`src/bm_data_pkg.sv`:
```
// sizes assume 10-bit RAM addresses; a bin is found by a flat multiply of its number
package bm_data_pkg;

    // variables per bin also fix the clause width
    localparam int num_vars_a_bin = 8;
    localparam int def_clauses_a_bin = 8;

    localparam int bin_id_w = 10;
    localparam int clause_w = 2 * num_vars_a_bin;
    localparam int var_state_w = 19;
    localparam int clause_addr_w = 10;
    localparam int var_state_addr_w = 10;

    // all variable states of one bin with slot 0 in the low bits
    localparam int vs_bus_w = num_vars_a_bin * var_state_w;

    typedef logic [bin_id_w-1:0] bin_id_t;

    // two bits per variable
    typedef logic [clause_w-1:0] clause_t;

    typedef logic [var_state_w-1:0] var_state_t;

    typedef logic [clause_addr_w-1:0] clause_addr_t;

    typedef logic [var_state_addr_w-1:0] var_state_addr_t;

endpackage

```
`src/bin_loader.sv`:
```
// relies on the store's two-cycle read; bin_num_i must stay stable for the whole load
`timescale 1ns/1ps

module bin_loader #(
    parameter int num_clauses_a_bin = bm_data_pkg::def_clauses_a_bin
) (
    input  logic                                  clk,
    input  logic                                  rst,
    input  logic                                  start_load_i,
    input  bm_data_pkg::bin_id_t                  bin_num_i,
    input  bm_data_pkg::clause_t                  clause_rdata_i,
    input  bm_data_pkg::var_state_t               vs_rdata_i,
    output logic                                  rd_en_o,
    output bm_data_pkg::clause_addr_t             clause_raddr_o,
    output bm_data_pkg::var_state_addr_t          vs_raddr_o,
    output logic [num_clauses_a_bin-1:0]          wr_carray_o,
    output bm_data_pkg::clause_t                  clause_o,
    output logic [bm_data_pkg::num_vars_a_bin-1:0] wr_var_states_o,
    output bm_data_pkg::var_state_t               var_state_o,
    output logic                                  done_load_o
);

    localparam int num_vars = bm_data_pkg::num_vars_a_bin;
    // one pass covers the longer of the two arrays
    localparam int num_slots = (num_clauses_a_bin > num_vars) ? num_clauses_a_bin : num_vars;
    localparam int slot_w = $clog2(num_slots);

    logic              active;
    logic [slot_w-1:0] slot;
    logic [1:0]        vld_q;
    logic [slot_w-1:0] slot_q1;
    logic [slot_w-1:0] slot_q2;

    always_ff @(posedge clk) begin
        if (!rst) begin
            active <= 1'b0;
            slot <= '0;
            vld_q <= 2'b00;
        end else begin
            vld_q <= {vld_q[0], active};
            if (start_load_i) begin
                active <= 1'b1;
                slot <= '0;
            end else if (active) begin
                if (slot == slot_w'(num_slots - 1))
                    active <= 1'b0;
                slot <= slot + 1'b1;
            end
        end
    end

    // follows the address reg and the RAM reg in the store
    always_ff @(posedge clk) begin
        slot_q1 <= slot;
        slot_q2 <= slot_q1;
    end

    assign rd_en_o = active;
    assign clause_raddr_o = bm_data_pkg::clause_addr_t'(bin_num_i * num_clauses_a_bin)
                          + bm_data_pkg::clause_addr_t'(slot);
    assign vs_raddr_o = bm_data_pkg::var_state_addr_t'(bin_num_i * num_vars)
                      + bm_data_pkg::var_state_addr_t'(slot);

    always_comb begin
        wr_carray_o = '0;
        wr_var_states_o = '0;
        if (vld_q[1] && slot_q2 < num_clauses_a_bin)
            wr_carray_o[slot_q2] = 1'b1;
        if (vld_q[1] && slot_q2 < num_vars)
            wr_var_states_o[slot_q2] = 1'b1;
    end

    assign clause_o = clause_rdata_i;
    assign var_state_o = vs_rdata_i;
    assign done_load_o = vld_q[1] && (slot_q2 == slot_w'(num_slots - 1));

endmodule

```
`config.mk`:
```
export PLATFORM = sky130hd
export DESIGN_NAME = bin_loader
export DESIGN_NICKNAME = d
export VERILOG_FILES = /design/src/bm_data_pkg.sv /design/src/bin_loader.sv
export SDC_FILE = /design/constraint.sdc
export NUM_CORES = 1
export LEC_CHECK = 0
export ABC_AREA = 1
export BUFFER_PORTS_ARGS = -buffer_cell sky130_fd_sc_hd__buf_2
export CAP_MARGIN = 10
export CORE_UTILIZATION = 33
export DETAILED_ROUTE_END_ITERATION = 8
export GPL_TIMING_DRIVEN = 0
export PLACE_DENSITY = 0.82
export SYNTH_ARGS = -nofsm -noshare
export SYNTH_HDL_FRONTEND = slang
export SYNTH_SLANG_ARGS = --single-unit
```
`constraint.sdc`:
```
create_clock -name clk -period 1.6 [get_ports clk]
set_input_delay 0.32 -clock clk [delete_from_list [all_inputs] [get_ports clk]]
set_output_delay 0.32 -clock clk [all_outputs]
set_load 0.05 [all_outputs]
```
Word-level counts from Yosys, hierarchy flattened
Cells that the tools add are included.

cells by class
  reduce and logical (&&, ||, !) cells = 3
  muxes and demuxes = 6
  magnitude comparators = 2
  bitwise operators = 1
  add/subtract/negate cells = 2
  eq/ne operators = 2

operators by type and width
  operator               number
  $add A10 B3 Y10        1
  $mux W8                1
  $eq A3 B3 Y1 const B   2
  $lt A3 B4 Y1 const B   1
  $mux W1                4
  $add A3 B1 Y3 const B  1
  $demux W1 S3           1
  $ge A3 B1 Y1 const B   1
  $logic_and A1 B1 Y1    2
  $reduce_or A2 Y1       1
  $not A1 Y1             1

word-level totals
  output and inout bits = 73
  input port bits = 48
  logic and storage cells = 21
  bits in registers = 12

Depth between registers and ports, before layout
  word-level depth = 5
  depth in mapped cells = 4
  mapped depth without buffers = 4

Worst setup path after synthesis
OpenSTA, ideal clock, no wires.

  path type = flip-flop to output port
  start point = reg slot_q2[0]
  end point = out wr_var_states_o[1] in the netlist's numbering
  stages on the path, launching flop included = 4
  required time = 1280 ps
  path buffers = 1
  data arrival time = 1446 ps
  path slack = -166 ps
  path through = dfxtp_1 > nand2_1 > nor2_1 > buf_4

on the way
  longest elaborated chain between the ends = 5
  elaborated cells between the ends (all ways) = 6
  those cells by class = order compare (2); mux (3); reduce/logical (1)

ends and longest elaborated chain
  item                                          RTL line          text
  from (decl)                                   bin_loader.sv:32  logic [slot_w-1:0] slot_q2;
  from (signal assigned)                        bin_loader.sv:55  slot_q2 <= slot_q1;
  $lt A3 B4 Y1 or $ge A3 B1 Y1 (tied branches)  -
  $logic_and A1 B1 Y1                           -
  $mux W1                                       -
  $demux W1 S3 *                                -
  $mux W8 *                                     -
  to (decl)                                     bin_loader.sv:18  output logic [bm_data_pkg::num_vars_a_bin-1:0] wr_var_states_o,

Mark *: on every way between the ends. The rest lies on a longest branch, timed or not.

Worst setup path after layout
  start point = reg slot_q2[2]
  end point = out wr_var_states_o[1] in the netlist's numbering

on the way
  longest elaborated chain between the ends = 5
  elaborated cells between the ends (all ways) = 6
  those cells by class = order compare (2); mux (3); reduce/logical (1)

ends and longest elaborated chain
  item                                                                RTL line          text
  $lt A3 B4 Y1 (implied by the code) or $ge A3 B1 Y1 (tied branches)  bin_loader.sv:70  wr_var_states_o[slot_q2] = 1'b1;
  $logic_and A1 B1 Y1 (implied by the code)                           bin_loader.sv:70
  $mux W1 (implied by the code)                                       bin_loader.sv:70
  $demux W1 S3 *                                                      bin_loader.sv:70
  $mux W8 *                                                           bin_loader.sv:69  if (vld_q[1] && slot_q2 < num_vars)

Marks and branches as above.

==> flow_summary.yaml <==
run_status:
  status: "complete, no violations"
synthesis:
  ys_seq_elements: 12
  seq_area_frac_synth_pct: 27.8
  syn_area_um2: 865
  synth.distinct_cells: 10
  synth_fp_nets: 162
  yosys_warnings: 0
  syn_inst: 112
  syn_area_per_cell_um2: 7.72
global_route:
  track_usage_pct: 13.1
  grt_max_degree: 8
  grt_pass1_wl_mm: 2.71
  antenna_found_initial: 0
  gr-total-overflow: 0
  grt_pass1_vias: 638
timing:
  min_period_over_period_pct: 96.3
  max_freq_ghz: 0.649
  slew_headroom_pct: 82.5
  finalSetupViolations: 0
  worst_clock_skew_ps: 0.222
  hold_viol: 0
  rsz0062_at_grt: "true"
  slew_viol_final: 0
  period_needed_ps: 1540
  tightestPinTransition_ps: 264
  worst_slack_ps: 58.8
critical_path:
  crit_path_start_kind: "register"
  r2r-end: "slot[2]"
  max_stage_delay_ps: 340
  reg2reg_depth: 4
  path_class: "reg -> out"
  endpoint_kind: "output pin"
  required_ps: 1280
  crit_fanout: 3
  cp_cell_sequence: "inv_1 -> nand2_1 -> nor2_2 -> buf_4 -> clkbuf_4"
  r2r_slack_ps: 520
  r2r_start: "slot[0]"
  cp.arrival_ps: 1220
  cpMaxStageDelayCell: "dfxtp_1"
die:
  io_pins: 121
  rows: 18
  dieWidth_um: 53.2
  core_um2: 2480
  die_h_um: 53.2
  die-area_um2: 2830
  start_util_pct: 34.9
pwr:
  power_density_nw_per_um2: 731
  vdd_ir_drop_max_mv: 0.599
  power.total_mw: 1.00
  power_leakage_nw: 0.851
clocking:
  post_cts_buffers: 0
  hold_buffers: 0
  tritoncts: "yes"
  htreeDepth: 1
  clk_latency_ps: 260
  path_clk_slew_ps: 70
  cts_root_buf: "clkbuf_4"
  cts_buffer_depth: 2
  cts_num_sinks: 12
  cts_buffers: 3
place:
  io_buffers: 75
  dp_hpwl_mm: 1.78
  place_ws_ps: 286
  place_congestion: 0.707
final_layout:
  drive_gt1_share_pct: 79.6
  fillerInstances: 230
  final_cell_mix: "buf_4 (67), buf_2 (67), nand2_1 (14), dfxtp_1 (12), nor2_2 (8)"
  layout.nets: 242
  syn_to_final_growth_pct: 58.6
  antenna_cells: 0
  final_util_pct: 55.4
route:
  num_vias: 853
  drtAntennaViolNets: 0
  drt_iter0_drc: 19
  wl_per_cell_um: 9.62
  drcViolationCount: 0
  routed_wl_mm: 2.13
  vias_per_cell: 3.86
  drtPass1Iterations: 4
min_path:
  hp-start: "rst"
  min_path_type: "in -> reg"
  hold_end: "vld_q[1]"
  hold_path_depth: 3
run:
  max_cap_viol_count: 0
==> final cells by class <==
cell class,count,area (µm²),area share (%)
repair buffers,75,395,28.8
plain buffers,60,450,32.8
flip-flops and latches,12,240,17.5
well taps,30,37.5,2.74
clock buffers,4,36.3,2.65
inverters,8,30.0,2.19
multi-input cells,32,181,13.2
==> synthesized netlist by cell type <==
library cell | number | area [µm²]
buf_4 | 60 | 450
a21oi_1 | 2 | 10.0
nor2_1 | 9 | 33.8
inv_1 | 7 | 26.3
inv_2 | 1 | 3.75
dfxtp_1 | 12 | 240
nand2_1 | 17 | 63.8
ha_1 | 2 | 25.0
o21ai_1 | 1 | 5.00
nor2_2 | 1 | 6.26
==> stage by stage <==
stage,cells,hold WS [ps],TNS (ps),cell area (µm²)
after floorplan,112,310,-1300,865
after global placement,217,310,0,1280
after detailed placement,217,312,0,1280
after CTS,221,279,0,1320
after global routing,221,305,-48.6,1370
final,221,287,0,1370
==> worst max path at each step <==
| stage | from | to | slack, ps | cells after the start |
|---|---|---|---|---|
| final | slot_q2[2] | wr_var_states_o[1] | 60 | 5 |
| after global routing | slot_q2[2] | wr_var_states_o[1] | -20 | 5 |
| after CTS | slot_q2[0] | wr_var_states_o[5] | 3 | 4 |
| after detailed placement | slot_q2[0] | wr_var_states_o[7] | 290 | 4 |
| after global placement | vld_q[1] | wr_var_states_o[7] | 280 | 4 |
| after floorplan | slot_q2[0] | wr_var_states_o[1] | -170 | 3 |
==> state kept, by name, indices dropped and copies added, names as in the netlist <==
signal,count
rd_en_o,1
slot,3
slot_q1,3
slot_q2,3
vld_q,2
==> kinds of logic after synthesis <==
logic type / count (synthesis) / share of synthesized area (%)
flip-flops: 12 / 27.8
AO/OA/AOI/OAI: 3 / 1.74
buffers and inverters: 68 / 55.6
adder cells (fa/ha/maj): 2 / 2.89
AND/OR/NAND/NOR: 27 / 12.0
==> where the power goes <==
part | internal (mW) | switching, mW | total (mW)
logic | 0.136 | 0.316 | 0.453
registers | 0.309 | 0.0104 | 0.319
clock network | 0.138 | 0.0916 | 0.230
==> critical path, delay by kind of cell (launching register included) <==
kind,cells,cell delay [ps]
and+or+nand+nor,2,220
buffers and inverters,3,400
DFF,1,340
==> layer usage <==
| layer | vias to the layer above | share of wire (%) | global-route usage, % |
|---|---|---|---|
| li1 | 431 | - | - |
| met4 | 0 | 0 | 3.95 |
| met3 | 0 | 11 | 3.16 |
| met2 | 53 | 52 | 22.2 |
| met5 | - | 0 | 0 |
| met1 | 369 | 36 | 16.3 |
==> timing repair <==
item                       CTS  global route
resized for setup            1            26
cloned                       0             0
pin swaps                    0             1
setup endpoints to repair    1            12
(Power assumes the default switching activity.)
