===== config.mk =====
export PLATFORM = sky130hd
export DESIGN_NAME = bin_writeback
export DESIGN_NICKNAME = d
export VERILOG_FILES = /design/src/bm_data_pkg.sv /design/src/bin_writeback.sv
export SDC_FILE = /design/constraint.sdc
export NUM_CORES = 1
export LEC_CHECK = 0
export BUFFER_PORTS_ARGS = -buffer_cell sky130_fd_sc_hd__buf_2
export CAP_MARGIN = 20
export CORE_AREA = 4 4 96 98
export DETAILED_ROUTE_END_ITERATION = 8
export DIE_AREA = 0 0 100 102
export HOLD_SLACK_MARGIN = 0.03
export PLACE_DENSITY = 0.75
export RECOVER_POWER = 50
export SYNTH_ARGS = -nofsm -noshare
export SYNTH_HDL_FRONTEND = slang
export SYNTH_SLANG_ARGS = --single-unit

===== constraint.sdc =====
create_clock -name clk -period 1.8 [get_ports clk]
set_input_delay 0.18 -clock clk [delete_from_list [all_inputs] [get_ports clk]]
set_output_delay 0.18 -clock clk [all_outputs]
set_load 0.03 [all_outputs]

===== src/bm_data_pkg.sv =====
// sizes assume 10-bit RAM addresses; a bin is found by a flat multiply of its number
package bm_data_pkg;

    // variables per bin also fix the clause width
    localparam int num_vars_a_bin = 8;
    localparam int def_clauses_a_bin = 8;

    localparam int bin_id_w = 10;
    localparam int clause_w = 2 * num_vars_a_bin;
    localparam int var_state_w = 19;
    localparam int clause_addr_w = 10;
    localparam int var_state_addr_w = 10;

    // all variable states of one bin with slot 0 in the low bits
    localparam int vs_bus_w = num_vars_a_bin * var_state_w;

    typedef logic [bin_id_w-1:0] bin_id_t;

    // two bits per variable
    typedef logic [clause_w-1:0] clause_t;

    typedef logic [var_state_w-1:0] var_state_t;

    typedef logic [clause_addr_w-1:0] clause_addr_t;

    typedef logic [var_state_addr_w-1:0] var_state_addr_t;

endpackage


===== src/bin_writeback.sv =====
// engine arrays must answer reads in the same cycle; one slot per cycle, no stalls
`timescale 1ns/1ps

module bin_writeback #(
    parameter int num_clauses_a_bin = bm_data_pkg::def_clauses_a_bin
) (
    input  logic                                  clk,
    input  logic                                  rst,
    input  logic                                  start_wb_i,
    input  bm_data_pkg::bin_id_t                  bin_num_i,
    input  bm_data_pkg::clause_t                  clause_i,
    input  logic [bm_data_pkg::vs_bus_w-1:0]      vars_states_i,
    output logic [num_clauses_a_bin-1:0]          rd_carray_o,
    output logic [bm_data_pkg::num_vars_a_bin-1:0] rd_var_states_o,
    output logic                                  clause_we_o,
    output bm_data_pkg::clause_addr_t             clause_waddr_o,
    output bm_data_pkg::clause_t                  clause_wdata_o,
    output logic                                  vs_we_o,
    output bm_data_pkg::var_state_addr_t          vs_waddr_o,
    output bm_data_pkg::var_state_t               vs_wdata_o,
    output logic                                  done_wb_o
);

    localparam int num_vars = bm_data_pkg::num_vars_a_bin;
    localparam int vs_w = bm_data_pkg::var_state_w;
    localparam int num_slots = (num_clauses_a_bin > num_vars) ? num_clauses_a_bin : num_vars;
    localparam int slot_w = $clog2(num_slots);

    logic              active;
    logic [slot_w-1:0] slot;
    logic              c_hit;
    logic              v_hit;
    logic              last;

    assign c_hit = active && (slot < num_clauses_a_bin);
    assign v_hit = active && (slot < num_vars);
    assign last = active && (slot == slot_w'(num_slots - 1));

    always_ff @(posedge clk) begin
        if (!rst) begin
            active <= 1'b0;
            slot <= '0;
        end else if (start_wb_i) begin
            active <= 1'b1;
            slot <= '0;
        end else if (active) begin
            if (last)
                active <= 1'b0;
            slot <= slot + 1'b1;
        end
    end

    always_comb begin
        rd_carray_o = '0;
        rd_var_states_o = '0;
        if (c_hit)
            rd_carray_o[slot] = 1'b1;
        if (v_hit)
            rd_var_states_o[slot] = 1'b1;
    end

    always_ff @(posedge clk) begin
        if (!rst) begin
            clause_we_o <= 1'b0;
            vs_we_o <= 1'b0;
            done_wb_o <= 1'b0;
        end else begin
            clause_we_o <= c_hit;
            vs_we_o <= v_hit;
            done_wb_o <= last;
        end
    end

    // request lands one cycle after the read strobe
    always_ff @(posedge clk) begin
        clause_waddr_o <= bm_data_pkg::clause_addr_t'(bin_num_i * num_clauses_a_bin)
                        + bm_data_pkg::clause_addr_t'(slot);
        clause_wdata_o <= clause_i;
        vs_waddr_o <= bm_data_pkg::var_state_addr_t'(bin_num_i * num_vars)
                    + bm_data_pkg::var_state_addr_t'(slot);
        vs_wdata_o <= vars_states_i[slot[2:0]*vs_w +: vs_w];
    end

endmodule


* Word-level counts from Yosys, hierarchy flattened
Cells that the tools add are included.
** Word-level totals
- Flip-flop bits (word level) :: 51
- Input bits :: 181
- Output and inout bits :: 74
** Operators by class
- Add/sub/neg operators :: 2
- $mul :: 1
- $lt $le $gt $ge :: 2
- Equality and inequality tests :: 1
- Shift operators :: 1
- Mux-type cells :: 6
- Bitwise operators :: 1
- Reduce and logical (&&, ||, !) cells :: 3
** Operators with widths (count)
- $shiftx 152x9->19 :: 1
- $add 10x3->10 :: 1
- $mul 3x5->8 const B :: 1
- $mux 8 :: 1
- $lt 3x4->1 const B :: 1
- $mux 1 :: 4
- $add 3x1->3 const B :: 1
- $demux 1 s3 :: 1
- $eq 3x3->1 const B :: 1
- $ge 3x1->1 const B :: 1
- $logic_and 1x1->1 :: 2
- $reduce_or 2->1 :: 1
- $not 1->1 :: 1

* Logic depth before layout (Yosys ltp)
Gate-level depths: netlist of the first run.
- Depth in word-level cells :: 5
- Gate-level depth with buffers :: 5

* Least setup slack after synthesis of the first run
OpenSTA, ideal clock, no wires.
- Path kind :: register to output
- From :: register active
- To :: output rd_var_states_o[0] in the netlist's numbering
- Arrival time :: 1.695 ns
- Data required time :: 1.620 ns
- Path slack :: -0.075 ns
- Cell stages (with the launch flop) :: 5
- Cells stage by stage :: dfxtp_1 -> clkbuf_1 -> nand2b_1 -> nor3_1 -> buf_4
** Between the ends
- Longest elaborated chain between the ends :: 1
** RTL lines
- start, declared :: RTL line bin_writeback.sv:29 : logic active;
- start signal, assigned :: RTL line bin_writeback.sv:41 : active <= 1'b0;
- start signal, assigned :: RTL line bin_writeback.sv:44 : active <= 1'b1;
- start signal, assigned :: RTL line bin_writeback.sv:48 : active <= 1'b0;
- $mux 8
- end, declared :: RTL line bin_writeback.sv:14 : output logic [bm_data_pkg::num_vars_a_bin-1:0] rd_var_states_o,
Every way passes these cells.

* Worst setup path in the final report of the first run
- From :: register slot[1]
- To :: output rd_var_states_o[1] in the netlist's numbering
** Between the ends
- Longest elaborated chain between the ends :: 5
- Elaborated cells between the ends (all ways) :: 6
- Those cells by class :: order compare: 2; mux: 3; reduce/logical: 1
** RTL lines
- start, declared :: RTL line bin_writeback.sv:30 : logic [slot_w-1:0] slot;
- start signal, assigned :: RTL line bin_writeback.sv:49 : slot <= slot + 1'b1;
- $lt 3x4->1 (implied by the code) or $ge 3x1->1 (tied branches) :: RTL line bin_writeback.sv:59 : rd_var_states_o[slot] = 1'b1;
- $logic_and 1x1->1 (implied by the code) :: RTL line bin_writeback.sv:59
- $mux 1 (implied by the code) :: RTL line bin_writeback.sv:59
- $demux 1 s3 * :: RTL line bin_writeback.sv:59
- $mux 8 * :: RTL line bin_writeback.sv:58 : if (v_hit)
Every way passes the cells marked *; elsewhere a longest branch is shown, timed or not.

==> results by group, run 1 <==
Clocking
  • CTS tree: yes
  • CTS Sinks: 51
  • Clk buf depth: 2
  • Post-CTS setup buffers: 0
  • Clock transition at path regs: 0.10 ns
  • CTS Buf Count: 5
  • H-Tree Depth: 2
  • Clock latency on the worst-skew pair: about 0.30 ns
  • Root Buffer: clkbuf_8

STA
  • Clk_skew: between 0.006 and 0.007 ns
  • Min Clock Period, post-route: 1.646 ns
  • Slew HR: between 60% and 70%
  • Max Clk Rate: a little over 0.6 GHz
  • WHS: 0.09812 ns
  • Final Hold Fails: 0
  • Slew Viols, Final: 0
  • Final worst slack: ~0.15 ns
  • Setup TNS: 0 ns
  • Crit share post-route: a little over 90%
  • Unrepaired setup endpoints after global routing: false
  • Final setup fails: 0
  • Worst-margin pin slew: 0.4713 ns

Global route
  • Initial antenna violation count: 0
  • Total global-route track usage: 15.75%
  • Vias in the first global route: 2,608
  • Total gr overflow: 0
  • First-pass GRT wire length: 12,580 um
  • Largest net degree at the start of global routing: 40

Worst setup path
  • CP Class: register to output port
  • Worst Setup Start Kind: register
  • Critical Path RT: 1.62 ns
  • Critical path endpoint category: output port
  • WP data arrival: approximately 1.5 ns
  • Reg2Reg Depth: 3
  • Critical Path Fanout Max: 39

Synth
  • Distinct cells, synth: 20
  • Syn_area_per_cell: roughly 16 sq um
  • Yosys reg bits: 51
  • Ys async rst share: 0%
  • Top cell type's share of synthesized area: 38.97%
  • Mapped Nets: ~350
  • Synth Area in Simple Gates: about 3.6%
  • Largest cells by area after synthesis: dfxtp_1 39%, mux4_1 30%, mux2_2 8.2%, mux4_2 6.9%, buf_4 5.7%
  • Adder-Cell Fraction of Synth Area: 0.9551%
  • Synth Warn #: 0
  • Compound-Gate Fraction of Synth Area: less than 1%
  • Sequential cell area fraction in the yosys report: approximately two fifths
  • Post-synthesis mux area share: 45.89%
  • Post-synthesis xor/xnor area fraction: 0.3343%
  • Synth area leader: dfxtp_1
  • Synthesized area: ~2600 sq um
  • Number of synthesized flops with an enable pin: 0
  • Post-Syn Instances: between 150 and 200
  • Synth Flop Type: dfxtp_1
  • Main combinational cell family by area after synthesis: multiplexers

Worst hold path
  • Hold Path Stages: 2
  • Hold WC Path Type: input port to register

Route
  • Routed via count: 2,448
  • Final ANT Viol Nets: 0
  • Vias/cell: 4.628
  • Wire per inst: approximately 16 um
  • Initial DRC count: 42
  • Drt first pass iters: 4
  • Detailed-route DRC error count: 0
  • Final wirelength: roughly 8600 um

Job
  • Max Cap Violations: 0

Floorplanning
  • # IOs: between 200 and 300
  • Die width: 100 um
  • Die ar.: 10,200 sq um
  • Die H: between 100 and 150 um
  • Starting Density: 30.95%
  • Core footprint: around 8500 sq um
  • Cell Rows: 34

Pwr
  • Pwr Density: between 600 and 700 nW/um^2
  • Worst VDD drop: 0.3099 mV
  • Leakage: slightly below 2 nW

Placed design
  • Worst slack, placed: approximately 0.16 ns
  • Gpl congestion: roughly 0.75
  • I/O Buffers: about 250
  • Dpl hpwl: between 7000 and 8000 um

Final layout
  • Final net count: around 600
  • Fillers: approximately 800
  • Final Core Density: about half
  • Ant diodes: 0
  • Area Overhead vs Synth: 57.55%
  • Share of cells above drive strength 1: roughly 62%

Run status
  • Outcome: completed
## metal layers
metal  global-route usage (%)  vias up  share of wire, %
met5                        0        -                 0
met4                    3.627        0              0.64
met3                    2.662        4               8.4
met2                    30.63      146                55
met1                    17.96     1150                36
li1                         -     1148                 -
## cell families (layout without fill, tap and decap cells)
kind of cell	Yosys count	count (layout)
flops	51	51
mux	59	59
simple gates	20	20
compound gates	1	1
buf+inv	32	287
xor+xnor	1	1
fa+ha+maj	2	2
## through the flow
step / power [mW] / instance area (sq um) / std cells
floorplan: 1.614 / 2630 / 166
global placement: 1.870 / 3839 / 498
detailed placement: 1.885 / 3839 / 498
CTS: 2.632 / 4167 / 529
global route: 2.713 / 4128 / 529
finish: 2.577 / 4128 / 529
## power by group
group / switching (mW) / internal, mW / total [mW]
Sequential: 0.0269 / 1.20 / 1.22
Combinational: 0.313 / 0.342 / 0.655
Clock: 0.410 / 0.289 / 0.699
## timing repair
item	CTS	global route
endpoints found under the setup margin	0	6
hold buffers	23	0
resized for setup	0	2
endpoints found under the hold margin	23	0
## cells in the final DEF, fill, tap and decap left out
cell,netlist,layout
mux2i_1,2,2
clkinv_4,0,2
o21a_1,1,1
nor2b_1,1,1
dlygate4sd3_1,0,23
nand2b_1,4,4
dfxtp_1,51,48
mux4_1,30,30
buf_4,20,2
nand2_1,2,2
mux4_2,8,8
clkbuf_8,0,5
buf_2,3,217
nor3_2,0,2
nor2_1,9,9
ha_1,2,2
mux2_2,19,19
inv_8,0,1
xnor2_1,1,1
buf_12,0,3
and2_0,0,1
clkbuf_1,1,34
and3_1,1,1
dfxtp_4,0,1
dfxtp_2,0,2
## sequential cells by signal, indices dropped and copies added (netlist names)
| register | cells |
|---|---|
| active | 1 |
| clause_wdata_o | 16 |
| done_wb_o | 1 |
| slot | 3 |
| vs_waddr_o | 10 |
| vs_wdata_o | 19 |
| vs_we_o | 1 |
## Yosys cell counts, drive strengths merged (2+ instances only)
cell type,number
buf,30
dfxtp,51
ha,2
mux2,19
mux2i,2
mux4,38
nand2,2
nand2b,4
nor2,9
nor3,2
## cell type report
type | instances | area [sq um] | share of cell area (%)
multi-input cells | 83 | 1349 | 32.68
clock inverters | 3 | 28.78 | 0.6972
clock buffers | 5 | 68.82 | 1.667
well taps | 108 | 135.1 | 3.274
repair buffers | 279 | 1519 | 36.80
flip-flops and latches | 51 | 1027 | 24.89
## critical path: stages (launching register included)
cell,delay [ns]
dfxtp_4,0.40
buf_12,0.18
nand2b_1,0.18
nor2_1,0.16
buf_2,0.22
## worst paths after layout
kind | start | endpoint | slack (ns)
worst max-delay path | slot[1] | rd_var_states_o[1] | 0.15
worst min register to register | slot[1] | vs_waddr_o[1] | 0.46
worst min-delay path | start_wb_i | active | 0.1
worst max register to register | slot[0] | vs_wdata_o[8] | 0.16
Note: power is estimated with default switching activity, not from simulation.
==> run 2, diff against run 1 <==
==> constraint.sdc (replaced) <==
create_clock -name clk -period 1.8 [get_ports clk]
set_input_delay 0.36 -clock clk [delete_from_list [all_inputs] [get_ports clk]]
set_output_delay 0.36 -clock clk [all_outputs]
set_load 0.03 [all_outputs]
==> results by group, run 2 (synthesis gave the netlist of run 1 again) <==
STA
  • Clk_skew: roughly 0.0031 ns
  • Max Clk Rate: between 0.5 and 0.6 GHz
  • Setup TNS: 0 ns
  • Worst-margin pin slew: around 0.50 ns
  • Slew HR: 66.81%
  • Crit share post-route: a little over nine tenths
  • Final setup fails: 0
  • Slew Viols, Final: 0
  • Min Clock Period, post-route: ~1.7 ns
  • Final Hold Fails: 0
  • Unrepaired setup endpoints after global routing: true

Floorplanning
  • Die ar.: 10,200 sq um
  • Die width: 100 um
  • # IOs: about 260
  • Cell Rows: 34
  • Starting Density: 30.95%
  • Die H: about 100 um
  • Core footprint: 8466 sq um

Job
  • Max Cap Violations: 0

Pwr
  • Worst VDD drop: slightly below 0.3 mV
  • Pwr Density: ~660 nW/um^2
  • Leakage: slightly above 2 nW
  • Tot Pwr: roughly 2.7 mW

Worst hold path
  • Hold Path Stages: 1
  • Hold path startpoint: clause_i[9]
  • Min-Delay Endpoint: clause_wdata_o[9]
  • Hold WC Path Type: input port to register

Worst setup path
  • Critical Path RT: 1.44 ns
  • Worst Setup Start Kind: register
  • Critical Path Fanout Max: 20
  • R2r endpoint: vs_wdata_o[1]
  • Crit path cell chain: bufbuf_16 > nor3_4 > buf_4
  • WP data arrival: ~1.4 ns
  • CP Class: register to output port
  • Critical path's slowest cell: dfxtp_4
  • Worst reg2reg setup slack: approximately 0.12 ns
  • Critical path endpoint category: output port
  • Reg2Reg Depth: 3
  • Reg2reg start: slot[0]
  • Slowest stage delay, CP: around 0.38 ns

Global route
  • Largest net degree at the start of global routing: 36
  • Initial antenna violation count: 2
  • Total gr overflow: 0
  • First-pass GRT wire length: approximately 12,000 um
  • Vias in the first global route: about 2,400
  • Total global-route track usage: around 16%

Final layout
  • Biggest regs: vs_wdata_o (19), clause_wdata_o (16), vs_waddr_o (10)
  • Share of cells above drive strength 1: between 70% and 80%
  • Max FFs per register: 19
  • Final Core Density: between 40% and 50%
  • Most common cell after layout, fill and taps aside: buf_2
  • Area Overhead vs Synth: 56.59%
  • Final net count: between 500 and 600
  • Largest reg by FF count: vs_wdata_o
  • Ant diodes: 0
  • Commonest cells after routing, fill and taps aside: 241 x buf_2, 48 x dfxtp_1, 30 x mux4_1

Placed design
  • Dpl hpwl: about 7100 um
  • Gpl congestion: 0.7631
  • I/O Buffers: between 200 and 300

Clocking
  • H-Tree Depth: 2
  • Root Buffer: clkbuf_8
  • Clock transition at path regs: 0.10 ns
  • CTS tree: yes
  • Clk buf depth: 2
  • CTS Sinks: around 50
  • CTS Buf Count: 5
  • Clock latency on the worst-skew pair: 0.30 ns

Route
  • Final ANT Viol Nets: 0
  • Detailed-route DRC error count: 0
  • Initial DRC count: 50
  • Final wirelength: about 8900 um
  • Wire per inst: 17.43 um
  • Drt first pass iters: 4
  • Vias/cell: approximately 4.7
  • Routed via count: between 2,000 and 2,500

Run status
  • Outcome: completed
run 2: changes by cell type in the layout (fill, tap and decap cells not counted), sizes merged:
cell	change
buf	+38
bufbuf	+2
bufinv	+1
clkbuf	-33
dlygate4sd3	-23
inv	-1
run 2: final cells by class:
class | count | area [sq um]
Fill cell | 792 | 4363
Timing Repair Buffer | 263 | 1454
Multi-Input combinational cell | 83 | 1374
Sequential cell | 51 | 1027
Tap cell | 108 | 135.1
Clock buffer | 5 | 68.82
Clock inverter | 3 | 43.79
run 2: worst max-delay path, delay by kind of cell (launching register included):
| family | cells | cell delay, ns |
|---|---|---|
| buf+inv | 2 | 0.50 |
| simple gates | 1 | 0.20 |
| flops | 1 | 0.38 |
run 2: report_power, final:
part	switching, mW	internal, mW
sequential	0.0237	1.20
clock	0.392	0.415
combinational	0.321	0.347
total	0.737	1.96
run 2: worst max path at each step:
stage / start / endpoint / slack (ns) / depth (start not counted)
2_1_floorplan: slot[0] / rd_var_states_o[2] / -0.05 / 5
3_3_place_gp: slot[0] / vs_wdata_o[14] / 0.12 / 3
4_1_cts: slot[0] / rd_carray_o[0] / -0.004 / 3
3_5_place_dp: slot[0] / vs_wdata_o[14] / 0.10 / 3
5_1_grt: slot[0] / rd_carray_o[7] / -0.009 / 5
6_report: slot[0] / rd_carray_o[0] / 0.06 / 3
run 2: metal layers:
metal | routed length (um) | global-route usage [%] | vias up
met1 | 2944 | 16.22 | 1117
met2 | 4836 | 30.37 | 160
li1 | - | - | 1116
met3 | 954 | 5.051 | 16
met5 | 21 | 0 | -
met4 | 185 | 4.663 | 4
run 2: through the flow:
stage	instances	worst slack, ns	hold WS (ns)	area [sq um]
global route	513	-0.009336	0.1306	4103
global placement	499	0.1213	0.4185	3844
detailed placement	499	0.1025	0.4138	3844
finish	513	0.05837	0.1530	4103
floorplan	166	-0.05468	0.3671	2640
CTS	510	-0.003746	0.1419	4051
run 2: what timing repair did:
item,4_1_cts,5_1_grt
setup endpoints to repair,12,16
resized for setup,9,11
pin swaps,0,1
buffers inserted,1,3
hold buffers,0,0
gates cloned,2,0
hold endpoints to repair,0,0
