===== src/bm_data_pkg.sv =====
// sizes assume 10-bit RAM addresses; a bin is found by a flat multiply of its number
package bm_data_pkg;

    // variables per bin also fix the clause width
    localparam int num_vars_a_bin = 8;
    localparam int def_clauses_a_bin = 8;

    localparam int bin_id_w = 10;
    localparam int clause_w = 2 * num_vars_a_bin;
    localparam int var_state_w = 19;
    localparam int clause_addr_w = 10;
    localparam int var_state_addr_w = 10;

    // all variable states of one bin with slot 0 in the low bits
    localparam int vs_bus_w = num_vars_a_bin * var_state_w;

    typedef logic [bin_id_w-1:0] bin_id_t;

    // two bits per variable
    typedef logic [clause_w-1:0] clause_t;

    typedef logic [var_state_w-1:0] var_state_t;

    typedef logic [clause_addr_w-1:0] clause_addr_t;

    typedef logic [var_state_addr_w-1:0] var_state_addr_t;

endpackage


===== src/bm_ctrl_pkg.sv =====
// state codes are fixed so they can be read directly off a waveform
package bm_ctrl_pkg;

    typedef enum logic [2:0] {
        st_idle = 3'd0,
        st_load = 3'd1,
        st_core = 3'd2,
        st_wb   = 3'd3,
        st_done = 3'd4
    } ctrl_state_t;

endpackage


===== src/bm_ctrl.sv =====
// start_bm_i counts only in idle; no back-pressure from the core or the movers
`timescale 1ns/1ps

module bm_ctrl (
    input  logic                 clk,
    input  logic                 rst,
    input  logic                 start_bm_i,
    input  bm_data_pkg::bin_id_t bin_num_i,
    input  logic                 done_load_i,
    input  logic                 done_core_i,
    input  logic                 done_wb_i,
    output logic                 start_load_o,
    output logic                 start_wb_o,
    output logic                 start_core_o,
    output logic                 done_bm_o,
    output logic                 busy_o,
    output bm_data_pkg::bin_id_t cur_bin_num_o
);

    bm_ctrl_pkg::ctrl_state_t state;

    always_ff @(posedge clk) begin
        if (!rst) begin
            state <= bm_ctrl_pkg::st_idle;
            start_load_o <= 1'b0;
            start_core_o <= 1'b0;
            start_wb_o <= 1'b0;
            done_bm_o <= 1'b0;
        end else begin
            // every output here is a one-cycle pulse
            start_load_o <= 1'b0;
            start_core_o <= 1'b0;
            start_wb_o <= 1'b0;
            done_bm_o <= 1'b0;
            case (state)
                bm_ctrl_pkg::st_idle: begin
                    if (start_bm_i) begin
                        state <= bm_ctrl_pkg::st_load;
                        start_load_o <= 1'b1;
                    end
                end
                bm_ctrl_pkg::st_load: begin
                    if (done_load_i) begin
                        state <= bm_ctrl_pkg::st_core;
                        start_core_o <= 1'b1;
                    end
                end
                bm_ctrl_pkg::st_core: begin
                    if (done_core_i) begin
                        state <= bm_ctrl_pkg::st_wb;
                        start_wb_o <= 1'b1;
                    end
                end
                bm_ctrl_pkg::st_wb: begin
                    if (done_wb_i)
                        state <= bm_ctrl_pkg::st_done;
                end
                // one spare cycle lets the last store write land
                bm_ctrl_pkg::st_done: begin
                    state <= bm_ctrl_pkg::st_idle;
                    done_bm_o <= 1'b1;
                end
                default: state <= bm_ctrl_pkg::st_idle;
            endcase
        end
    end

    // bin number held for the whole run
    always_ff @(posedge clk) begin
        if (state == bm_ctrl_pkg::st_idle && start_bm_i)
            cur_bin_num_o <= bin_num_i;
    end

    assign busy_o = (state != bm_ctrl_pkg::st_idle);

endmodule


===== config.mk =====
export PLATFORM = sky130hd
export DESIGN_NAME = bm_ctrl
export DESIGN_NICKNAME = d
export VERILOG_FILES = /design/src/bm_data_pkg.sv /design/src/bm_ctrl_pkg.sv /design/src/bm_ctrl.sv
export SDC_FILE = /design/constraint.sdc
export NUM_CORES = 1
export LEC_CHECK = 0
export ABC_AREA = 1
export BUFFER_PORTS_ARGS = -buffer_cell sky130_fd_sc_hd__buf_2
export CAP_MARGIN = 20
export CORE_MARGIN = 8
export CORE_UTILIZATION = 45
export CTS_BUF_LIST = sky130_fd_sc_hd__clkbuf_8
export DETAILED_ROUTE_END_ITERATION = 7
export PLACE_DENSITY = 0.76
export SLEW_MARGIN = 20
export SYNTH_ARGS = -nofsm -noshare
export SYNTH_HDL_FRONTEND = slang
export SYNTH_SLANG_ARGS = --single-unit

===== constraint.sdc =====
create_clock -name clk -period 1.69 [get_ports clk]
set_input_delay 0.507 -clock clk [delete_from_list [all_inputs] [get_ports clk]]
set_output_delay 0.507 -clock clk [all_outputs]
set_load 0.01 [all_outputs]

# Word level (Yosys, flattened, before mapping)
# Cells that the tools add are included.
word_totals:
  word_cells: 30
  out_inout_bits: 15
  in_bits: 16
  register_bits: 17
classes:
  eq_ne: 8
  muxes: 9
  reduce_logical: 7
op_table:
  columns: ["cell", "count"]
  rows:
  - ["$mux 3", 4]
  - ["$pmux 3 s4", 1]
  - ["$ne 2x2->1 const B", 4]
  - ["$eq 3x2->1 const B", 2]
  - ["$reduce_and 2->1", 3]
  - ["$mux 1", 4]
  - ["$reduce_and 4->1", 1]
  - ["$eq 3x1->1 const B", 1]
  - ["$eq 3x3->1 const B", 1]
  - ["$logic_not 3->1", 1]
  - ["$reduce_bool 3->1", 1]
  - ["$logic_and 1x1->1", 1]

# Logic depth before layout (Yosys ltp)
# Gate-level depths: netlist of run 1.
depth:
  ltp_word: 3
  ltp_mapped: 7
  depth_no_buf: 7

# Worst setup path after synthesis of run 1
# Ideal clock, no wire load.
synth_path:
  kind: "register -> register"
  start: "register state[0]"
  end: "register cur_bin_num_o[0], enable pin"
  setup_ps: 376
  arrival_time_ps: 1118
  path_stages_with_launch: 4
  path_slack_ps: 196
  path_buffers: 0
  period_less_slack_ps: 1494
  required_time_ps: 1314
  cell_sequence: "dfxtp_1 > nor2_2 > nand2_1 > nor2_1"
synth_between:
  elab_chain_cells: 2
synth_lines:
  columns: ["element", "line", "text"]
  rows:
  - ["from (decl)", "bm_ctrl.sv:20", "bm_ctrl_pkg::ctrl_state_t state;"]
  - ["from (signal assigned)", "bm_ctrl.sv:24", "state <= bm_ctrl_pkg::st_idle;"]
  - ["from (signal assigned)", "bm_ctrl.sv:38", "state <= bm_ctrl_pkg::st_load;"]
  - ["from (signal assigned)", "bm_ctrl.sv:44", "state <= bm_ctrl_pkg::st_core;"]
  - ["$logic_not 3->1", "bm_ctrl.sv:70", "if (state == bm_ctrl_pkg::st_idle && start_bm_i)"]
  - ["$logic_and 1x1->1", "bm_ctrl.sv:70", null]
  - ["to (signal assigned)", "bm_ctrl.sv:71", "cur_bin_num_o <= bin_num_i;"]
  - ["to (decl)", "bm_ctrl.sv:17", "output bm_data_pkg::bin_id_t cur_bin_num_o"]
# No other way between the ends.
# A chain may end at the register's enable or synchronous reset.

# Worst setup path after layout of run 1
layout_path:
  start: "register state[0]"
  end: "output port busy_o"
layout_between:
  elab_chain_cells: 1
layout_lines:
  columns: ["element", "line", "text"]
  rows:
  - ["$reduce_bool 3->1", "bm_ctrl.sv:74", "assign busy_o = (state != bm_ctrl_pkg::st_idle);"]
  - ["to (decl)", "bm_ctrl.sv:16", "output logic busy_o,"]
# No other way between the ends.

==> results of run 1 <==
[kinds of logic (layout without fill, tap and decap cells)]
kind of cell | after synthesis | after routing
compound gates | 2 | 2
buf+inv | 7 | 42
simple gates | 26 | 26
flops | 17 | 17
[per-layer routing]
layer	track usage	wire length, um
met4	0.03879	0
met1	0.1080	541
met5	0	0
met2	0.1462	550
met3	0.05398	195
[where the power goes]
part           switching (mW)  leakage [nW]  total (mW)  internal (mW)
logic                   0.269         0.227       0.427          0.158
registers              0.0393         0.152       0.597          0.558
clock network           0.127        0.0255       0.290          0.163
[final cells by class]
type,count,area (sq um),share of cell area
Sequential cell,17,440.4,0.5333
Timing Repair Buffer,31,157.7,0.1909
Multi-Input combinational cell,28,136.4,0.1652
Clock buffer,3,41.29,0.05000
Inverter,7,26.28,0.03182
Tap cell,15,18.77,0.02273
Clock inverter,1,5.005,0.006061
[synth_stat cells]
master	count	area (sq um)
nor2_2	2	12.51
inv_1	6	22.52
inv_2	1	3.750
edfxtp_1	10	300.3
dfxtp_1	7	140.1
a31oi_1	1	6.260
nand4_1	1	6.260
nand3_2	1	10.01
nand2_2	1	6.260
nand3_1	3	15.01
nor2_1	6	22.52
nand2_1	8	30.03
o21ai_1	1	5.000
nor3b_1	1	7.510
nor3_1	3	15.01
[sequential cells by signal (all words and copies together), names as in the netlist]
signal         cells
state              3
start_core_o       1
cur_bin_num_o     10
start_load_o       1
done_bm_o          1
start_wb_o         1
[how the worst max path moves through the flow]
stage                            endpoint  slack (ps)  cells past startpoint
3_3_place_gp   cur_bin_num_o[2]$_DFFE_PP_         420                      4
5_1_grt                            busy_o          60                      3
2_1_floorplan  cur_bin_num_o[0]$_DFFE_PP_         200                      3
3_5_place_dp                       busy_o         400                      3
6_report                           busy_o         120                      3
4_1_cts                            busy_o         120                      3
[worst max-delay path, stage by stage (launching register included)]
cell and delay [ps]:
dfxtp_1 330, nor2_2 200, nand2_1 130, buf_2 160
==> flow_summary.yaml, run 1 <==
status:
  outcome: "finished clean"
die:
  start_util: 0.4753
  die_w_um: 52.61
  io_pins: 31
  core-area_sq_um: 1269
  die_h_um: 52.61
  die_area_sq_um: 2768
  rows: 13
clocking:
  cts_tree: "built"
  ctsResizeCount: 0
  htreeDepth: 1
  cts.hold.buffers_added: 0
  cts_setup_buffers: 0
  clkSinkCount: 17
  clk-insertion-delay-late_ps: 240
  clk_pin_slew_worst_paths_ps: 60
  cts-root-buf: "clkbuf_8"
  cts_buffers: 3
  clockBufferDepth: 2
layout:
  fin_cells: 102
  drive_above_1_share: 0.4598
  syn_to_final_growth_pct: 36.93
  fill_cells: 104
  fin_area_sq_um: 825.8
  insertedDiodeCount: 0
  final_common_cell: "buf_2"
  final_core_util: 0.6509
  final_cell_mix: "buf_2 (30), edfxtp_1 (10), nand2_1 (8), dfxtp_1 (7)"
  finalNetCount: 104
synthesis:
  muxShareOfSynthArea: 0
  synth_compound_area_frac: 0.01867
  ys_seq_elements: 17
  synthXorXnorAreaFrac: 0
  ys_types: 15
  syn-num-nets: 68
  yosys.area_share.adder: 0
  syn_area_per_cell_sq_um: 11.60
  syn_inst: 52
  syn_area_sq_um: 603.1
  yosysSeqAreaShare: 0.7303
  synth_top_family_by_area: "simple AND/OR/NAND/NOR gates"
  yosys_warnings: 0
  synth-simple-area-share: 0.2075
power:
  ir_drop_mv: 0.9909
  p_leak_nw: 0.4043
  powerDensity_nw_per_um2: 1592
  total_power_mw: 1.314
setup_path:
  reg2reg_depth: 4
  r2r_slack_ps: 430
  arrival_ps: 1060
  worstSetupStartpointType: "flip-flop"
  path_class: "flip-flop to output port"
  critPathCaptureType: "output port"
  critPathMaxFanout: 5
  cp.required_ps: 1180
  worstReg2RegEnd: "cur_bin_num_o[5]$_DFFE_PP_"
  r2r-start: "state[0]$_SDFFE_PN0P_"
  crit_start: "state[0]$_SDFFE_PN0P_"
grt:
  gr-total-overflow: 0
  grt_pass1_wl_um: 1973
  grt_usage: 0.09598
  grt_pass1_vias: 451
  grt_max_degree: 11
  antenna_found_initial: 0
place:
  dp_cells: 98
  io_buffers: 30
  place.gp.congestion: 0.8379
  dp_slack_ps: 398.1
  dpl_cell_area_sq_um: 779.5
  hpwl_um: 1041
timing:
  holdWs_ps: 434.3
  setup_viol: 0
  worstMarginPinSlew_ps: 190.9
  setup-tns-final_ps: 0
  fin_skew_ps: 1.884
  finalMaxSlewViolations: 0
  finalHoldViolCount: 0
  fmax_ghz: 0.6368
  period_minus_slack_ps: 1570
  slew_headroom: 0.8726
  fin_crit_sh: 0.9292
  fin_ws_ps: 119.7
  rsz0062_at_grt: "false"
detailed_routing:
  drt-pass1-iter-count: 2
  drc: 0
  antenna_left: 0
  drt_iter0_drc: 10
  vias: 482
  wirelength_um: 1287
  wl_per_cell_um: 12.62
  vias_per_cell: 4.725
worst_hold_path:
  hp-class: "input port to flip-flop"
  hold_end: "cur_bin_num_o[1]$_DFFE_PP_"
  holdCritStartpoint: "bin_num_i[1]"
  min_path_cells: 1
run:
  drv_cap: 0
(Power assumes the default switching activity.)
==> run 2: changes to the inputs <==
- ABC_AREA: 1 -> unset
- CORE_UTILIZATION: 45 -> 44
- PLACE_DENSITY: 0.76 -> 0.75
==> run 2 against run 1 <==
Compared with the run above: synthesized cell count fell by 27%; count of clock-buffer cells in the layout stayed put; worst setup slack better by 34 ps; global-route usage is 1.8 points lower; die area about the same; register-to-register slack lost 90 ps; clock skew up 2.8 ps; critical endpoint unchanged; highest routed layer unchanged.
==> flow_summary.yaml, run 2 <==
status:
  outcome: "finished clean"
timing:
  rsz0062_at_grt: "false"
  setup-tns-final_ps: 0
  finalHoldViolCount: 0
  holdWs_ps: 436.9
  worstMarginPinSlew_ps: 406.2
  slew_headroom: 0.7292
  fmax_ghz: 0.6510
  fin_ws_ps: 154.0
  period_minus_slack_ps: 1536
  fin_crit_sh: 0.9089
  finalMaxSlewViolations: 0
  fin_skew_ps: 4.661
  setup_viol: 0
clocking:
  ctsResizeCount: 0
  cts_buffers: 3
  clk-insertion-delay-late_ps: 240
  cts_tree: "built"
  cts.hold.buffers_added: 0
  clockBufferDepth: 2
  htreeDepth: 1
  clkSinkCount: 17
  clk_pin_slew_worst_paths_ps: 60
  cts_setup_buffers: 0
  cts-root-buf: "clkbuf_8"
detailed_routing:
  drt-pass1-iter-count: 4
  vias: 393
  drc: 0
  vias_per_cell: 4.570
  wl_per_cell_um: 12.28
  wirelength_um: 1056
  drt_iter0_drc: 1
  antenna_left: 0
layout:
  final_common_cell: "buf_2"
  fill_cells: 100
  largest-register: "cur_bin_num_o"
  syn_to_final_growth_pct: 34.61
  final_cell_mix: "buf_2 (30), edfxtp_1 (10), dfxtp_1 (7), nand2_1 (3), clkbuf_8 (3)"
  reg_top3: "cur_bin_num_o (10), state (3)"
  finalNetCount: 88
  largest_reg_flops: 10
  fin_area_sq_um: 793.3
  drive_above_1_share: 0.5211
  insertedDiodeCount: 0
  final_core_util: 0.6252
grt:
  gr-total-overflow: 0
  grt_pass1_wl_um: 1614
  grt_max_degree: 11
  grt_usage: 0.07772
  antenna_found_initial: 0
  grt_pass1_vias: 386
die:
  die_h_um: 52.60
  start_util: 0.4645
  rows: 13
  core-area_sq_um: 1269
  io_pins: 31
  die_area_sq_um: 2766
  die_w_um: 52.60
synthesis:
  yosysTopAreaCell: "edfxtp_1"
  yosysSeqAreaShare: 0.7473
  syn-num-nets: 54
  yosysMostFrequentCell: "edfxtp_1"
  syn_area_per_cell_sq_um: 15.51
  syn_area_sq_um: 589.3
  ys_types: 18
  syn_inst: 38
  ys_seq_elements: 17
  netlist_top_cells_area: "edfxtp_1 (51%), dfxtp_1 (24%), mux2_4 (2.5%), nand3b_1 (2.5%), o22ai_2 (2.1%)"
  synth_top_area_frac: 0.5096
  async_flop_share: 0
  synth_edf_count: 10
  yosys_warnings: 0
  ys.flop_type: "edfxtp_1"
  synth_common_cells: "edfxtp_1 (10), dfxtp_1 (7), nand2_1 (3)"
setup_path:
  crit_family: "flip-flops"
  worstSetupStartpointType: "flip-flop"
  critPathMaxFanout: 7
  cpMaxStageDelayCell: "dfxtp_1"
  crit_buf_inv: 2
  crit_chain: "nor3_2, inv_1, buf_2"
  path_class: "flip-flop to output port"
  cp.required_ps: 1180
  max_stage_delay_ps: 360
  arrival_ps: 1030
  critPathCaptureType: "output port"
place:
  dpl_cell_area_sq_um: 747.0
  io_buffers: 30
  place.gp.congestion: 0.7179
  dp_slack_ps: 342.2
  hpwl_um: 895.9
worst_hold_path:
  hp-class: "input port to flip-flop"
power:
  powerDensity_nw_per_um2: 1089
  p_leak_nw: 0.3561
  ir_drop_mv: 0.4885
run:
  drv_cap: 0
[run 2: power by group]
group	total (mW)	switching [mW]	leakage [nW]	internal (mW)
Clock	0.281	0.118	0.0255	0.163
Combinational	0.0974	0.0502	0.178	0.0472
Sequential	0.486	0.0137	0.152	0.472
[run 2: final timing paths]
| kind | start | end | slack [ps] | cells past startpoint |
|---|---|---|---|---|
| worst min-delay path | bin_num_i[3] | cur_bin_num_o[3]$_DFFE_PP_ | 440 | 1 |
| worst max register to register | state[0]$_SDFFE_PN0P_ | cur_bin_num_o[9]$_DFFE_PP_ | 340 | 2 |
| worst min register to register | state[2]$_SDFFE_PN0P_ | done_bm_o$_SDFF_PN0_ | 490 | 2 |
| worst max-delay path | state[0]$_SDFFE_PN0P_ | busy_o | 150 | 3 |
[run 2: cell type report]
cell class                      count  area [sq um]  area share
Tap cell                           15         18.77     0.02366
Clock buffer                        3         41.29     0.05205
Sequential cell                    17         440.4      0.5552
Multi-Input combinational cell     19         133.9      0.1688
Inverter                            1         3.754    0.004732
Timing Repair Buffer               30         150.1      0.1893
Clock inverter                      1         5.005    0.006309
[run 2: through the flow]
step | instances | power, mW
3_5_place_dp | 82 | 0.5943
2_1_floorplan | 38 | 0.5477
6_report | 86 | 0.8635
3_3_place_gp | 82 | 0.5925
5_1_grt | 86 | 0.9094
4_1_cts | 86 | 0.8742
[run 2: cell families (layout without fill, tap and decap cells)]
group	Yosys count	after routing	synth area share
flops	17	17	0.7473
simple gates	14	14	0.1380
compound gates	3	3	0.04670
mux	2	2	0.04246
buf+inv	2	35	0.02547
[run 2: metal layers]
metal,global-route usage,share of wire,vias up
li1,-,-,203
met1,0.08514,0.39,174
met3,0.03977,0.11,0
met4,0.03879,0,0
met2,0.1206,0.49,16
met5,0,0,-
==> run 3: changes to the inputs <==
--- a/config.mk
+++ b/config.mk
@@ -9,8 +9,8 @@
 export CAP_MARGIN = 20
 export CORE_MARGIN = 8
-export CORE_UTILIZATION = 44
+export CORE_UTILIZATION = 25
 export CTS_BUF_LIST = sky130_fd_sc_hd__clkbuf_8
 export DETAILED_ROUTE_END_ITERATION = 7
-export PLACE_DENSITY = 0.75
+export PLACE_DENSITY = 0.47
 export SLEW_MARGIN = 20
 export SYNTH_ARGS = -nofsm -noshare
==> constraint.sdc (replaced) <==
create_clock -name clk -period 1.69 [get_ports clk]
set_input_delay 0.2535 -clock clk [delete_from_list [all_inputs] [get_ports clk]]
set_output_delay 0.2535 -clock clk [all_outputs]
set_load 0.01 [all_outputs]
==> run 3 against run 2 <==
Compared with the run above: non-clock buffer count did not move; critical path depth fell by 1; largest power group unchanged; total power barely moved; sequential share of layout area fell by 1.0 points; flip-flop and latch count did not move; hold slack got worse by 250 ps; count of clock-buffer cells in the layout did not move; register-to-register slack barely moved; sequential power barely moved; global-route usage fell by 1.7 points; highest routed layer unchanged; maximum frequency rose by 13%.
==> flow_summary.yaml, run 3 (synthesized netlist as in run 2, its figures left out) <==
place:
  io_buffers: 30
  place.gp.congestion: 0.7352
  dpl_cell_area_sq_um: 763.2
  dp_slack_ps: 307.5
  hpwl_um: 983.7
  dp_cells: 95
clocking:
  clockBufferDepth: 2
  cts.hold.buffers_added: 0
  cts_tree: "built"
  cts-root-buf: "clkbuf_8"
  clk_pin_slew_worst_paths_ps: 60
  clk-insertion-delay-late_ps: 240
  clkSinkCount: 17
  cts_buffers: 3
  htreeDepth: 1
  ctsResizeCount: 0
  cts_setup_buffers: 0
layout:
  final_core_util: 0.3654
  finalNetCount: 88
  multi_input_area_sq_um: 133.9
  reg_top3: "cur_bin_num_o (10), state (3)"
  largest_reg_flops: 10
  insertedDiodeCount: 0
  final_common_cell: "buf_2"
  syn_to_final_growth_pct: 37.16
  fin_area_sq_um: 808.3
  area.sequential_sq_um: 440.4
  fin_cells: 99
  final_cell_mix: "buf_2 (30), edfxtp_1 (10), dfxtp_1 (7), nand2_1 (3), clkbuf_8 (3)"
  largest-register: "cur_bin_num_o"
  fill_cells: 230
  drive_above_1_share: 0.5070
timing:
  setup_viol: 0
  worstMarginPinSlew_ps: 419.7
  finalHoldViolCount: 0
  rsz0062_at_grt: "false"
  finalMaxSlewViolations: 0
  fin_crit_sh: 0.8050
  setup-tns-final_ps: 0
  fin_ws_ps: 329.5
  period_minus_slack_ps: 1361
  fmax_ghz: 0.7350
  fin_skew_ps: 0.8334
  slew_headroom: 0.7202
  holdWs_ps: 184.0
power:
  powerDensity_nw_per_um2: 1068
  total_power_mw: 0.8636
  ir_drop_mv: 0.4099
  p_leak_nw: 0.3575
detailed_routing:
  drc: 0
  wirelength_um: 1191
  wl_per_cell_um: 12.03
  vias: 385
  vias_per_cell: 3.889
  drt-pass1-iter-count: 2
  antenna_left: 0
  drt_iter0_drc: 3
die:
  start_util: 0.2664
  rows: 17
  io_pins: 31
  die_h_um: 64.55
  core-area_sq_um: 2212
  die_area_sq_um: 4167
  die_w_um: 64.55
status:
  outcome: "finished clean"
worst_hold_path:
  hp-class: "input port to flip-flop"
setup_path:
  path_class: "flip-flop to flip-flop"
  r2r_slack_ps: 330
  critPathCaptureType: "flip-flop"
  cp.required_ps: 1590
  worstSetupStartpointType: "flip-flop"
  arrival_ps: 1260
  critPathMaxFanout: 10
run:
  drv_cap: 0
grt:
  grt_pass1_wl_um: 1973
  gr-total-overflow: 0
  grt_max_degree: 11
  grt_pass1_vias: 442
  grt_usage: 0.06049
  antenna_found_initial: 0
==> run 3: changes by cell type in the layout (fill, tap and decap cells not counted) <==
cell      previous run  this run
clkinv_2             1         0
inv_1                1         2
==> run 3: area by class of cell <==
type / count / share of cell area
Timing Repair Buffer: 30 / 0.1858
Clock inverter: 1 / 0.004644
Clock buffer: 3 / 0.05108
Sequential cell: 17 / 0.5449
Tap cell: 28 / 0.04334
Multi-Input combinational cell: 19 / 0.1656
Inverter: 1 / 0.004644
==> run 3: where the power goes <==
group	total [mW]	switching, mW	internal (mW)
Sequential	0.486	0.0138	0.472
Clock	0.280	0.120	0.160
Combinational	0.0979	0.0507	0.0472
==> run 3: worst paths after layout <==
kind,startpoint,to,cells past startpoint
max,state[0]$_SDFFE_PN0P_,cur_bin_num_o[6]$_DFFE_PP_,2
min,bin_num_i[1],cur_bin_num_o[1]$_DFFE_PP_,1
max reg2reg,state[0]$_SDFFE_PN0P_,cur_bin_num_o[6]$_DFFE_PP_,2
min reg2reg,state[2]$_SDFFE_PN0P_,done_bm_o$_SDFF_PN0_,2
==> run 3: critical path, stage by stage (launching register included) <==
cell and delay [ps]:
dfxtp_1 370, nor3_2 230, and2_1 410
==> run 3: layer usage <==
metal	vias up	global-route usage	wire length, um
li1	202	-	-
met1	160	0.06747	562
met2	23	0.08075	458
met3	0	0.04124	170
met4	0	0.04087	0
met5	-	0	0
